--- config.mk ---
export PLATFORM = sky130hd
export DESIGN_NAME = qdr_cpu_interface
export DESIGN_NICKNAME = d
export VERILOG_FILES = /design/src/rtl/qdr_bus_pkg.sv /design/src/rtl/qdr_mem_pkg.sv /design/src/rtl/qdr_cmd_regs.sv /design/src/rtl/qdr_cmd_fifo.sv /design/src/rtl/qdr_burst_seq.sv /design/src/rtl/qdr_cpu_interface.sv
export SDC_FILE = /design/constraint.sdc
export NUM_CORES = 1
export LEC_CHECK = 0
export ABC_AREA = 1
export BUFFER_PORTS_ARGS = -buffer_cell sky130_fd_sc_hd__buf_2
export CORE_ASPECT_RATIO = 0.75
export CORE_MARGIN = 3
export CORE_UTILIZATION = 25
export CTS_CLUSTER_DIAMETER = 60
export CTS_CLUSTER_SIZE = 40
export DETAILED_ROUTE_END_ITERATION = 8
export PLACE_DENSITY_LB_ADDON = 0.12
export SLEW_MARGIN = 30
export SYNTH_ARGS = -nofsm -noshare
export SYNTH_HDL_FRONTEND = slang
export SYNTH_SLANG_ARGS = --single-unit
--- constraint.sdc ---
create_clock -name qdr_clk_i -period 11.6 [get_ports qdr_clk_i]
set_input_delay 1.74 -clock qdr_clk_i [delete_from_list [all_inputs] [get_ports qdr_clk_i]]
set_output_delay 1.74 -clock qdr_clk_i [all_outputs]
set_load 0.02 [all_outputs]
--- src/rtl/qdr_bus_pkg.sv ---
`default_nettype none

package qdr_bus_pkg;

  localparam int BUS_DW    = 16;
  localparam int ADR_W     = 8;
  localparam int REG_IDX_W = 7;

  // word index, decoded from adr[7:1]
  localparam logic [REG_IDX_W-1:0] REG_CTRL    = 7'd0;
  localparam logic [REG_IDX_W-1:0] REG_STATUS  = 7'd1;
  localparam logic [REG_IDX_W-1:0] REG_ADDR_LO = 7'd2;
  localparam logic [REG_IDX_W-1:0] REG_ADDR_HI = 7'd3;
  localparam logic [REG_IDX_W-1:0] REG_MASK    = 7'd4;
  localparam logic [REG_IDX_W-1:0] REG_WDATA0  = 7'd5;
  localparam logic [REG_IDX_W-1:0] REG_WDATA4  = 7'd9;
  localparam logic [REG_IDX_W-1:0] REG_RDATA0  = 7'd10;
  localparam logic [REG_IDX_W-1:0] REG_RDATA4  = 7'd14;

  // 16-bit words needed to cover one 72-bit burst
  localparam int DATA_WORDS = 5;

  typedef struct packed {
    logic              cyc;
    logic              stb;
    logic              we;
    logic [1:0]        sel;
    logic [ADR_W-1:0]  adr;
    logic [BUS_DW-1:0] dat;
  } bus_req_t;

endpackage

`default_nettype wire

--- src/rtl/qdr_mem_pkg.sv ---
`default_nettype none

package qdr_mem_pkg;

  localparam int ADDR_BITS = 22;
  localparam int LANE_BITS = 18;
  localparam int LANES     = 4;
  localparam int BEATS     = 2;
  localparam int BEAT_BITS = LANES * LANE_BITS / BEATS;
  // one mask bit per 9-bit byte
  localparam int MASK_BITS = 8;
  localparam int BEAT_MASK = MASK_BITS / BEATS;

  localparam int RST_STRETCH = 8;
  localparam int RST_CNT_W   = $clog2(RST_STRETCH + 1);
  localparam logic [RST_CNT_W-1:0] RST_LOAD = RST_CNT_W'(RST_STRETCH);

  localparam int FIFO_DEPTH = 4;
  localparam int FIFO_AW    = $clog2(FIFO_DEPTH);
  localparam logic [FIFO_AW:0] FIFO_FULL = (FIFO_AW + 1)'(FIFO_DEPTH);

  // lanes on the register side, beats on the QDR side
  typedef union packed {
    logic [LANES-1:0][LANE_BITS-1:0] lane;
    logic [BEATS-1:0][BEAT_BITS-1:0] beat;
  } burst_u;

  typedef struct packed {
    logic                 is_read;
    logic [ADDR_BITS-1:0] addr;
    logic [MASK_BITS-1:0] mask;
    burst_u               data;
  } qdr_cmd_t;

  typedef struct packed {
    logic   valid;
    burst_u data;
  } rd_result_t;

endpackage

`default_nettype wire

--- src/rtl/qdr_cmd_regs.sv ---
`default_nettype none
`timescale 1ns/1ps

module qdr_cmd_regs (
  input  wire                                  qdr_clk_i,
  input  wire                                  wb_rst_i,
  input  wire qdr_bus_pkg::bus_req_t           bus_i,
  input  wire                                  full_i,
  input  wire qdr_mem_pkg::rd_result_t         rd_res_i,
  input  wire                                  seq_idle_i,
  output logic [qdr_bus_pkg::BUS_DW-1:0]       dat_o,
  output logic                                 ack_o,
  output logic                                 push_o,
  output qdr_mem_pkg::qdr_cmd_t                cmd_o
);

  logic [qdr_bus_pkg::REG_IDX_W-1:0]    adr_idx;
  logic [2:0]                           wd_idx;
  logic [2:0]                           rd_idx;
  logic                                 access;
  logic                                 ctrl_wr;
  logic                                 want_push;
  logic                                 stall;
  logic                                 do_push;
  logic                                 busy;
  logic                                 rd_done;
  logic                                 push_rd_q;
  logic [qdr_bus_pkg::BUS_DW-1:0]       bmask;
  logic [qdr_bus_pkg::BUS_DW-1:0]       rd_word;
  logic [qdr_bus_pkg::BUS_DW-1:0]       wr_word;
  logic [qdr_mem_pkg::ADDR_BITS-1:0]    addr_q;
  logic [qdr_mem_pkg::MASK_BITS-1:0]    mask_q;
  qdr_mem_pkg::burst_u                  wr_burst;
  qdr_mem_pkg::burst_u                  wr_burst_nxt;
  qdr_mem_pkg::burst_u                  rd_buf;

  // 16-bit view of a burst, top word zero padded
  function automatic logic [qdr_bus_pkg::BUS_DW-1:0] burst_word(
    input qdr_mem_pkg::burst_u b,
    input logic [2:0]          k
  );
    logic [qdr_bus_pkg::DATA_WORDS*qdr_bus_pkg::BUS_DW-1:0] wide;
    wide = (qdr_bus_pkg::DATA_WORDS * qdr_bus_pkg::BUS_DW)'(b);
    return wide[int'(k)*qdr_bus_pkg::BUS_DW +: qdr_bus_pkg::BUS_DW];
  endfunction

  assign adr_idx = bus_i.adr[7:1];
  assign wd_idx  = 3'(adr_idx - qdr_bus_pkg::REG_WDATA0);
  assign rd_idx  = 3'(adr_idx - qdr_bus_pkg::REG_RDATA0);
  assign access  = bus_i.cyc && bus_i.stb && !ack_o;
  assign bmask   = {{8{bus_i.sel[1]}}, {8{bus_i.sel[0]}}};
  assign busy    = !seq_idle_i || push_o;

  always_comb begin
    rd_word = '0;
    case (adr_idx)
      qdr_bus_pkg::REG_STATUS:  rd_word = {14'b0, busy, rd_done};
      qdr_bus_pkg::REG_ADDR_LO: rd_word = addr_q[qdr_bus_pkg::BUS_DW-1:0];
      qdr_bus_pkg::REG_ADDR_HI: begin
        rd_word = qdr_bus_pkg::BUS_DW'(addr_q[qdr_mem_pkg::ADDR_BITS-1:qdr_bus_pkg::BUS_DW]);
      end
      qdr_bus_pkg::REG_MASK:    rd_word = qdr_bus_pkg::BUS_DW'(mask_q);
      default: begin
        if (adr_idx inside {[qdr_bus_pkg::REG_WDATA0:qdr_bus_pkg::REG_WDATA4]}) begin
          rd_word = burst_word(wr_burst, wd_idx);
        end else if (adr_idx inside {[qdr_bus_pkg::REG_RDATA0:qdr_bus_pkg::REG_RDATA4]}) begin
          rd_word = burst_word(rd_buf, rd_idx);
        end
      end
    endcase
  end

  // byte lanes not selected keep their old value
  assign wr_word = (rd_word & ~bmask) | (bus_i.dat & bmask);

  // scatter the 16-bit word over the 18-bit lanes
  always_comb begin
    int off;
    wr_burst_nxt = wr_burst;
    for (int l = 0; l < qdr_mem_pkg::LANES; l++) begin
      for (int b = 0; b < qdr_mem_pkg::LANE_BITS; b++) begin
        off = l * qdr_mem_pkg::LANE_BITS + b - int'(wd_idx) * qdr_bus_pkg::BUS_DW;
        if (off >= 0 && off < qdr_bus_pkg::BUS_DW) begin
          wr_burst_nxt.lane[l][b] = wr_word[off[3:0]];
        end
      end
    end
  end

  assign ctrl_wr   = access && bus_i.we && (adr_idx == qdr_bus_pkg::REG_CTRL);
  assign want_push = ctrl_wr && (wr_word[1:0] != 2'b00);
  // hold off the ack until the queue has room
  assign stall     = want_push && full_i;
  assign do_push   = want_push && !full_i;

  always_ff @(posedge qdr_clk_i) begin
    if (wb_rst_i) begin
      ack_o   <= 1'b0;
      push_o  <= 1'b0;
      rd_done <= 1'b0;
    end else begin
      ack_o  <= access && !stall;
      push_o <= do_push;
      if (push_o && cmd_o.is_read) begin
        rd_done <= 1'b0;
      end else if (rd_res_i.valid) begin
        rd_done <= 1'b1;
      end
    end
  end

  always_ff @(posedge qdr_clk_i) begin
    // bit 0 wins when both are set
    if (do_push) begin
      push_rd_q <= !wr_word[0];
    end
    if (access && !bus_i.we) begin
      dat_o <= rd_word;
    end
    if (access && bus_i.we) begin
      case (adr_idx)
        qdr_bus_pkg::REG_ADDR_LO: addr_q[qdr_bus_pkg::BUS_DW-1:0] <= wr_word;
        qdr_bus_pkg::REG_ADDR_HI: begin
          addr_q[qdr_mem_pkg::ADDR_BITS-1:qdr_bus_pkg::BUS_DW] <=
            wr_word[qdr_mem_pkg::ADDR_BITS-qdr_bus_pkg::BUS_DW-1:0];
        end
        qdr_bus_pkg::REG_MASK:    mask_q <= wr_word[qdr_mem_pkg::MASK_BITS-1:0];
        default: begin
          if (adr_idx inside {[qdr_bus_pkg::REG_WDATA0:qdr_bus_pkg::REG_WDATA4]}) begin
            wr_burst <= wr_burst_nxt;
          end
        end
      endcase
    end
    if (rd_res_i.valid) begin
      rd_buf <= rd_res_i.data;
    end
  end

  assign cmd_o.is_read = push_rd_q;
  assign cmd_o.addr    = addr_q;
  assign cmd_o.mask    = mask_q;
  assign cmd_o.data    = wr_burst;

endmodule

`default_nettype wire

--- src/rtl/qdr_cmd_fifo.sv ---
`default_nettype none
`timescale 1ns/1ps

module qdr_cmd_fifo (
  input  wire                        qdr_clk_i,
  input  wire                        wb_rst_i,
  input  wire                        push_i,
  input  wire qdr_mem_pkg::qdr_cmd_t cmd_i,
  input  wire                        pop_i,
  output qdr_mem_pkg::qdr_cmd_t      cmd_o,
  output logic                       not_empty_o,
  output logic                       full_o,
  output logic                       empty_o
);

  qdr_mem_pkg::qdr_cmd_t             mem [qdr_mem_pkg::FIFO_DEPTH];
  logic [qdr_mem_pkg::FIFO_AW-1:0]   wr_ptr;
  logic [qdr_mem_pkg::FIFO_AW-1:0]   rd_ptr;
  logic [qdr_mem_pkg::FIFO_AW:0]     count;
  logic                              do_push;
  logic                              do_pop;

  assign do_push     = push_i && !full_o;
  assign do_pop      = pop_i && !empty_o;
  assign empty_o     = (count == '0);
  assign not_empty_o = !empty_o;
  assign full_o      = (count == qdr_mem_pkg::FIFO_FULL);
  assign cmd_o       = mem[rd_ptr];

  // depth is a power of two so the pointers wrap by themselves
  always_ff @(posedge qdr_clk_i) begin
    if (wb_rst_i) begin
      wr_ptr <= '0;
      rd_ptr <= '0;
      count  <= '0;
    end else begin
      if (do_push) begin
        wr_ptr <= wr_ptr + 1'b1;
      end
      if (do_pop) begin
        rd_ptr <= rd_ptr + 1'b1;
      end
      case ({do_push, do_pop})
        2'b10:   count <= count + 1'b1;
        2'b01:   count <= count - 1'b1;
        default: count <= count;
      endcase
    end
  end

  always_ff @(posedge qdr_clk_i) begin
    if (do_push) begin
      mem[wr_ptr] <= cmd_i;
    end
  end

endmodule

`default_nettype wire

--- src/rtl/qdr_burst_seq.sv ---
`default_nettype none
`timescale 1ns/1ps

module qdr_burst_seq (
  input  wire                                    qdr_clk_i,
  input  wire                                    wb_rst_i,
  input  wire qdr_mem_pkg::qdr_cmd_t             cmd_i,
  input  wire                                    not_empty_i,
  input  wire                                    qdr_phy_rdy_i,
  input  wire                                    qdr_wr_full_i,
  input  wire                                    qdr_rd_full_i,
  input  wire [qdr_mem_pkg::BEAT_BITS-1:0]       qdr_rd_data_i,
  input  wire                                    qdr_rd_valid_i,
  output logic                                   pop_o,
  output logic                                   idle_o,
  output qdr_mem_pkg::rd_result_t                rd_res_o,
  output logic                                   qdr_rst_o,
  output logic [qdr_mem_pkg::ADDR_BITS-1:0]      qdr_wr_addr_o,
  output logic [qdr_mem_pkg::BEAT_BITS-1:0]      qdr_wr_data_o,
  output logic [qdr_mem_pkg::BEAT_MASK-1:0]      qdr_wr_be_o,
  output logic                                   qdr_wr_addr_en_o,
  output logic                                   qdr_wr_data_en_o,
  output logic [qdr_mem_pkg::ADDR_BITS-1:0]      qdr_rd_addr_o,
  output logic                                   qdr_rd_en_o
);

  typedef enum logic [1:0] {SEQ_IDLE, SEQ_WR1, SEQ_RD_WAIT} seq_state_e;

  seq_state_e                              state;
  logic [qdr_mem_pkg::RST_CNT_W-1:0]       rst_cnt;
  logic                                    ready;
  logic                                    start_wr;
  logic                                    start_rd;
  logic                                    rd_beat;
  logic                                    rd_valid_q;
  qdr_mem_pkg::burst_u                     rd_data_q;
  logic [qdr_mem_pkg::BEAT_BITS-1:0]       wr_hi_data;
  logic [qdr_mem_pkg::BEAT_MASK-1:0]       wr_hi_be;

  // controller reset stays up a few cycles past ours
  always_ff @(posedge qdr_clk_i) begin
    if (wb_rst_i) begin
      rst_cnt <= qdr_mem_pkg::RST_LOAD;
    end else if (rst_cnt != '0) begin
      rst_cnt <= rst_cnt - 1'b1;
    end
  end

  assign qdr_rst_o = (rst_cnt != '0);
  assign ready     = !qdr_rst_o && qdr_phy_rdy_i;
  assign start_wr  = (state == SEQ_IDLE) && ready && not_empty_i && !cmd_i.is_read
                     && !qdr_wr_full_i;
  assign start_rd  = (state == SEQ_IDLE) && ready && not_empty_i && cmd_i.is_read
                     && !qdr_rd_full_i;
  assign pop_o     = start_wr || start_rd;
  // also covers a queued command and the result still on its way out
  assign idle_o    = (state == SEQ_IDLE) && !not_empty_i && !rd_valid_q;

  assign rd_res_o.valid = rd_valid_q;
  assign rd_res_o.data  = rd_data_q;

  always_ff @(posedge qdr_clk_i) begin
    if (wb_rst_i) begin
      state            <= SEQ_IDLE;
      qdr_wr_addr_en_o <= 1'b0;
      qdr_wr_data_en_o <= 1'b0;
      qdr_rd_en_o      <= 1'b0;
      rd_valid_q       <= 1'b0;
      rd_beat          <= 1'b0;
    end else begin
      qdr_wr_addr_en_o <= start_wr;
      qdr_wr_data_en_o <= start_wr || (state == SEQ_WR1);
      qdr_rd_en_o      <= start_rd;
      rd_valid_q       <= 1'b0;
      case (state)
        SEQ_IDLE: begin
          if (start_wr) begin
            state <= SEQ_WR1;
          end else if (start_rd) begin
            state   <= SEQ_RD_WAIT;
            rd_beat <= 1'b0;
          end
        end
        SEQ_WR1: begin
          state <= SEQ_IDLE;
        end
        SEQ_RD_WAIT: begin
          if (qdr_rd_valid_i) begin
            rd_beat <= 1'b1;
            if (rd_beat) begin
              rd_valid_q <= 1'b1;
              state      <= SEQ_IDLE;
            end
          end
        end
        default: begin
          state <= SEQ_IDLE;
        end
      endcase
    end
  end

  always_ff @(posedge qdr_clk_i) begin
    if (start_wr) begin
      qdr_wr_addr_o <= cmd_i.addr;
      qdr_wr_data_o <= cmd_i.data.beat[0];
      qdr_wr_be_o   <= cmd_i.mask[qdr_mem_pkg::BEAT_MASK-1:0];
      wr_hi_data    <= cmd_i.data.beat[1];
      wr_hi_be      <= cmd_i.mask[qdr_mem_pkg::MASK_BITS-1:qdr_mem_pkg::BEAT_MASK];
    end else if (state == SEQ_WR1) begin
      qdr_wr_data_o <= wr_hi_data;
      qdr_wr_be_o   <= wr_hi_be;
    end
    if (start_rd) begin
      qdr_rd_addr_o <= cmd_i.addr;
    end
    // beat 0 lands in the low half
    if ((state == SEQ_RD_WAIT) && qdr_rd_valid_i) begin
      rd_data_q.beat[rd_beat] <= qdr_rd_data_i;
    end
  end

endmodule

`default_nettype wire

--- src/rtl/qdr_cpu_interface.sv ---
`default_nettype none
`timescale 1ns/1ps

module qdr_cpu_interface (
  input  wire                                qdr_clk_i,
  input  wire                                wb_rst_i,
  input  wire qdr_bus_pkg::bus_req_t         bus_i,
  output logic [qdr_bus_pkg::BUS_DW-1:0]     dat_o,
  output logic                               ack_o,
  output logic                               qdr_rst_o,
  input  wire                                qdr_phy_rdy_i,
  input  wire                                qdr_wr_full_i,
  input  wire                                qdr_rd_full_i,
  output logic [qdr_mem_pkg::ADDR_BITS-1:0]  qdr_wr_addr_o,
  output logic [qdr_mem_pkg::BEAT_BITS-1:0]  qdr_wr_data_o,
  output logic [qdr_mem_pkg::BEAT_MASK-1:0]  qdr_wr_be_o,
  output logic                               qdr_wr_addr_en_o,
  output logic                               qdr_wr_data_en_o,
  output logic [qdr_mem_pkg::ADDR_BITS-1:0]  qdr_rd_addr_o,
  input  wire [qdr_mem_pkg::BEAT_BITS-1:0]   qdr_rd_data_i,
  input  wire                                qdr_rd_valid_i,
  output logic                               qdr_rd_en_o
);

  qdr_mem_pkg::qdr_cmd_t    reg_cmd;
  qdr_mem_pkg::qdr_cmd_t    head_cmd;
  qdr_mem_pkg::rd_result_t  rd_res;
  logic                     push;
  logic                     pop;
  logic                     fifo_full;
  logic                     fifo_not_empty;
  logic                     seq_idle;

  qdr_cmd_regs regs0 (
    .qdr_clk_i  (qdr_clk_i),
    .wb_rst_i   (wb_rst_i),
    .bus_i      (bus_i),
    .full_i     (fifo_full),
    .rd_res_i   (rd_res),
    .seq_idle_i (seq_idle),
    .dat_o      (dat_o),
    .ack_o      (ack_o),
    .push_o     (push),
    .cmd_o      (reg_cmd)
  );

  qdr_cmd_fifo fifo0 (
    .qdr_clk_i   (qdr_clk_i),
    .wb_rst_i    (wb_rst_i),
    .push_i      (push),
    .cmd_i       (reg_cmd),
    .pop_i       (pop),
    .cmd_o       (head_cmd),
    .not_empty_o (fifo_not_empty),
    .full_o      (fifo_full),
    .empty_o     ()
  );

  qdr_burst_seq seq0 (
    .qdr_clk_i        (qdr_clk_i),
    .wb_rst_i         (wb_rst_i),
    .cmd_i            (head_cmd),
    .not_empty_i      (fifo_not_empty),
    .qdr_phy_rdy_i    (qdr_phy_rdy_i),
    .qdr_wr_full_i    (qdr_wr_full_i),
    .qdr_rd_full_i    (qdr_rd_full_i),
    .qdr_rd_data_i    (qdr_rd_data_i),
    .qdr_rd_valid_i   (qdr_rd_valid_i),
    .pop_o            (pop),
    .idle_o           (seq_idle),
    .rd_res_o         (rd_res),
    .qdr_rst_o        (qdr_rst_o),
    .qdr_wr_addr_o    (qdr_wr_addr_o),
    .qdr_wr_data_o    (qdr_wr_data_o),
    .qdr_wr_be_o      (qdr_wr_be_o),
    .qdr_wr_addr_en_o (qdr_wr_addr_en_o),
    .qdr_wr_data_en_o (qdr_wr_data_en_o),
    .qdr_rd_addr_o    (qdr_rd_addr_o),
    .qdr_rd_en_o      (qdr_rd_en_o)
  );

endmodule

`default_nettype wire

==> impl_metrics.ini <==
[global_route]
grt_pass1_vias = 17700
grt_max_degree = 86
grt_pass1_wl_um = 124000
antenna_found_initial = 4
grt_usage_pct = 13.4
grt-ovfl-total = 0

[floorplan]
initial_utilization_pct = 25.4
num_io_pins = 176
die_area_um2 = 127000
die_height_um = 310
die-width_um = 411
core_um2 = 121000
rows = 110

[cts]
clkTransAtPathRegs_ps = 80
post_cts_buffers = 0
cts_resized = 0
cts_tree = built
clkLatencyLatePin_ps = 660
cts_buffers = 70
clk_path_buf_depth = 3
cts_hold_buffers = 0
clock_sinks = 822
htreeDepth = 3
ctsRootBufferMaster = clkbuf_16

[yosys]
synth.area.top_cells = edfxtp_1, nor2_1, o21ai_0, o22ai_1, dfxtp_1
seq_area_frac_synth_pct = 79.5
syn_area_um2 = 30700
synth_warnings = 0
synth_top_cell_by_area = edfxtp_1
synthCells = 2109
synth_cell_types = 42
synth_fp_nets = 2202
synth_top_area_share_pct = 78.0
synth_seq_cells = 822
syn_avg_cell_area_um2 = 14.6

[timing]
fin_skew_ps = 32.5
tns_ps = 0
setup_viol_count_final = 0
max-slew-margin-rel_pct = 34.8
finalMaxSlewViolations = 0
rsz0062_at_grt = no
fmax_mhz = 200
fin_hold_ws_ps = 410
post-route-period-util_pct = 43.2
hold_violations = 0
min_period_ps = 5010
worst_pin_slew_ps = 978

[detailed_routing]
dr.first_iter.drc_count = 1139
wl_per_cell_um = 21.8
dr.max_layer_used = met4
route.met3.wl_um = 3660
routed-via-count = 17600
drt-pass1-iter-count = 7
wl_met2_um = 39400
avgViaCountPerCell = 4.44
drc = 0
ant_nets = 0
wl_um = 86200
met1_length_um = 41400

[placement]
dp_hpwl_um = 53500
numPortBuffers = 174
place.gp.congestion = 0.764
place_area_um2 = 33500

[power]
p_per_area_nw_per_um2 = 164
peakVddDrop_mv = 0.0955
p_leak_nw = 11.9

[finish]
layout_common_cells = edfxtp_1, nor2_1, o21ai_0
syn2layout_area_growth_pct = 17.1
finalNetCount = 2368
drive_above_1_share_pct = 16.6
final_common_cell = edfxtp_1
stdcell_area_um2 = 36000

[critical_path]
critPathSlowestCell = dfxtp_4
cp_max_fo = 76
critPathTopFamily = buffers and inverters
cp_num_buf_inv = 5
crit_arrival_ps = 5430
end_kind = flip-flop
required_ps = 12020
cpPeakStageDelay_ps = 820
crit_top_cell = buf_4
crit_chain = inv_4 > buf_4 > o21ai_1 > o22a_1 > nand3_2 > inv_4 > buf_4 > buf_4 > nor2_1 > a31oi_1
path_class = flip-flop to flip-flop
worst_setup_path_start_kind = flip-flop

[hold_path]
hp-class = flip-flop to flip-flop

[status]
status = finished clean

[job]
max-cap-violations = 0
-- final timing paths --
kind                 startpoint               endpoint  slack [ps]  cells past startpoint
max reg2reg           flip-flop  seq0.qdr_wr_data_o[1]        6590                     10
max                   flip-flop  seq0.qdr_wr_data_o[1]        6590                     10
min          seq0.rd_data_q[62]       regs0.rd_buf[62]         410                      0
min reg2reg  seq0.rd_data_q[62]       regs0.rd_buf[62]         410                      0
-- registers in the layout, indices dropped and copies added, names as in the netlist, 2 cells and up, named ones only --
register	flops
fifo0.count	3
fifo0.mem	412
fifo0.rd_ptr	2
fifo0.wr_ptr	2
regs0.addr_q	22
regs0.dat_o	16
regs0.mask_q	8
regs0.rd_buf	72
regs0.wr_burst	72
seq0.qdr_rd_addr_o	22
seq0.qdr_wr_addr_o	22
seq0.qdr_wr_be_o	4
seq0.qdr_wr_data_o	36
seq0.rd_data_q	72
seq0.rst_cnt	4
seq0.state	2
seq0.wr_hi_be	4
seq0.wr_hi_data	36
-- synthesized netlist by cell type --
cell and instances:
nor2_2 2, buf_1 4, edfxtp_1 799, nor2_8 1, inv_1 57, clkbuf_1 55, o22a_1 1, nor3_1 7
o22ai_1 78, o21ai_0 265, inv_4 1, nand2_2 7, buf_2 36, or2_2 4, buf_6 2, nand2_1 118
dfxtp_1 23, a21o_1 1, a22oi_1 5, nand3_4 2, o211ai_1 16, a22o_1 2, nor2_4 6, buf_8 1
nand2_4 4, buf_4 11, inv_2 9, nand3_2 6, a31oi_1 53, a32o_1 4, a21oi_4 1, a21oi_1 36
o221ai_1 6, o211a_1 1, nand4_1 8, nor3_2 1, fa_1 1, o21ai_1 4, nand3_1 27, a211oi_1 2
ha_1 21, nor2_1 421
-- layout make-up --
type | instances | area [µm²]
antenna | 3 | 7.51
clock buffer | 75 | 1860
clock inverter | 52 | 641
fill | 12000 | 85000
inverter | 67 | 259
multi-input combinational | 1111 | 5610
sequential | 822 | 24500
tap | 1624 | 2030
timing repair buffer | 203 | 1140
-- layer usage --
layer	up-vias	GRT usage, %
met4	0	3.13
met1	8999	19.1
met3	112	2.61
li1	8134	-
met2	312	21.2
met5	-	0
-- through the flow --
stage / setup slack [ps] / power (mW) / utilization (%) / cells
after floorplan: 6050 / 3.38 / - / 2109
after global placement: 6020 / 3.44 / 27.6 / 3824
after detailed placement: 6020 / 3.45 / 27.7 / 3826
after CTS: 6300 / 6.02 / 29.7 / 3953
after global routing: 6050 / 6.16 / 29.8 / 3954
final: 6590 / 5.92 / 29.8 / 3957
-- worst reg2reg max path, stage by stage (launching register included) --
cell,delay (ps)
dfxtp_4,820
inv_4,420
buf_4,480
o21ai_1,250
o22a_1,260
nand3_2,200
inv_4,580
buf_4,690
buf_4,640
nor2_1,110
a31oi_1,350
-- power breakdown --
part           switching (mW)  total [mW]  internal [mW]
clock network            1.23        2.54           1.31
registers             0.00679        3.23           3.22
logic                   0.102       0.143         0.0412
total                    1.34        5.92           4.58
-- cell families after synthesis --
group | synth area share, %
simple gates | 8.33
fa+ha+maj | 0.920
compound gates | 8.69
buf+inv | 2.52
flops | 79.5
(Power assumes the default switching activity.)
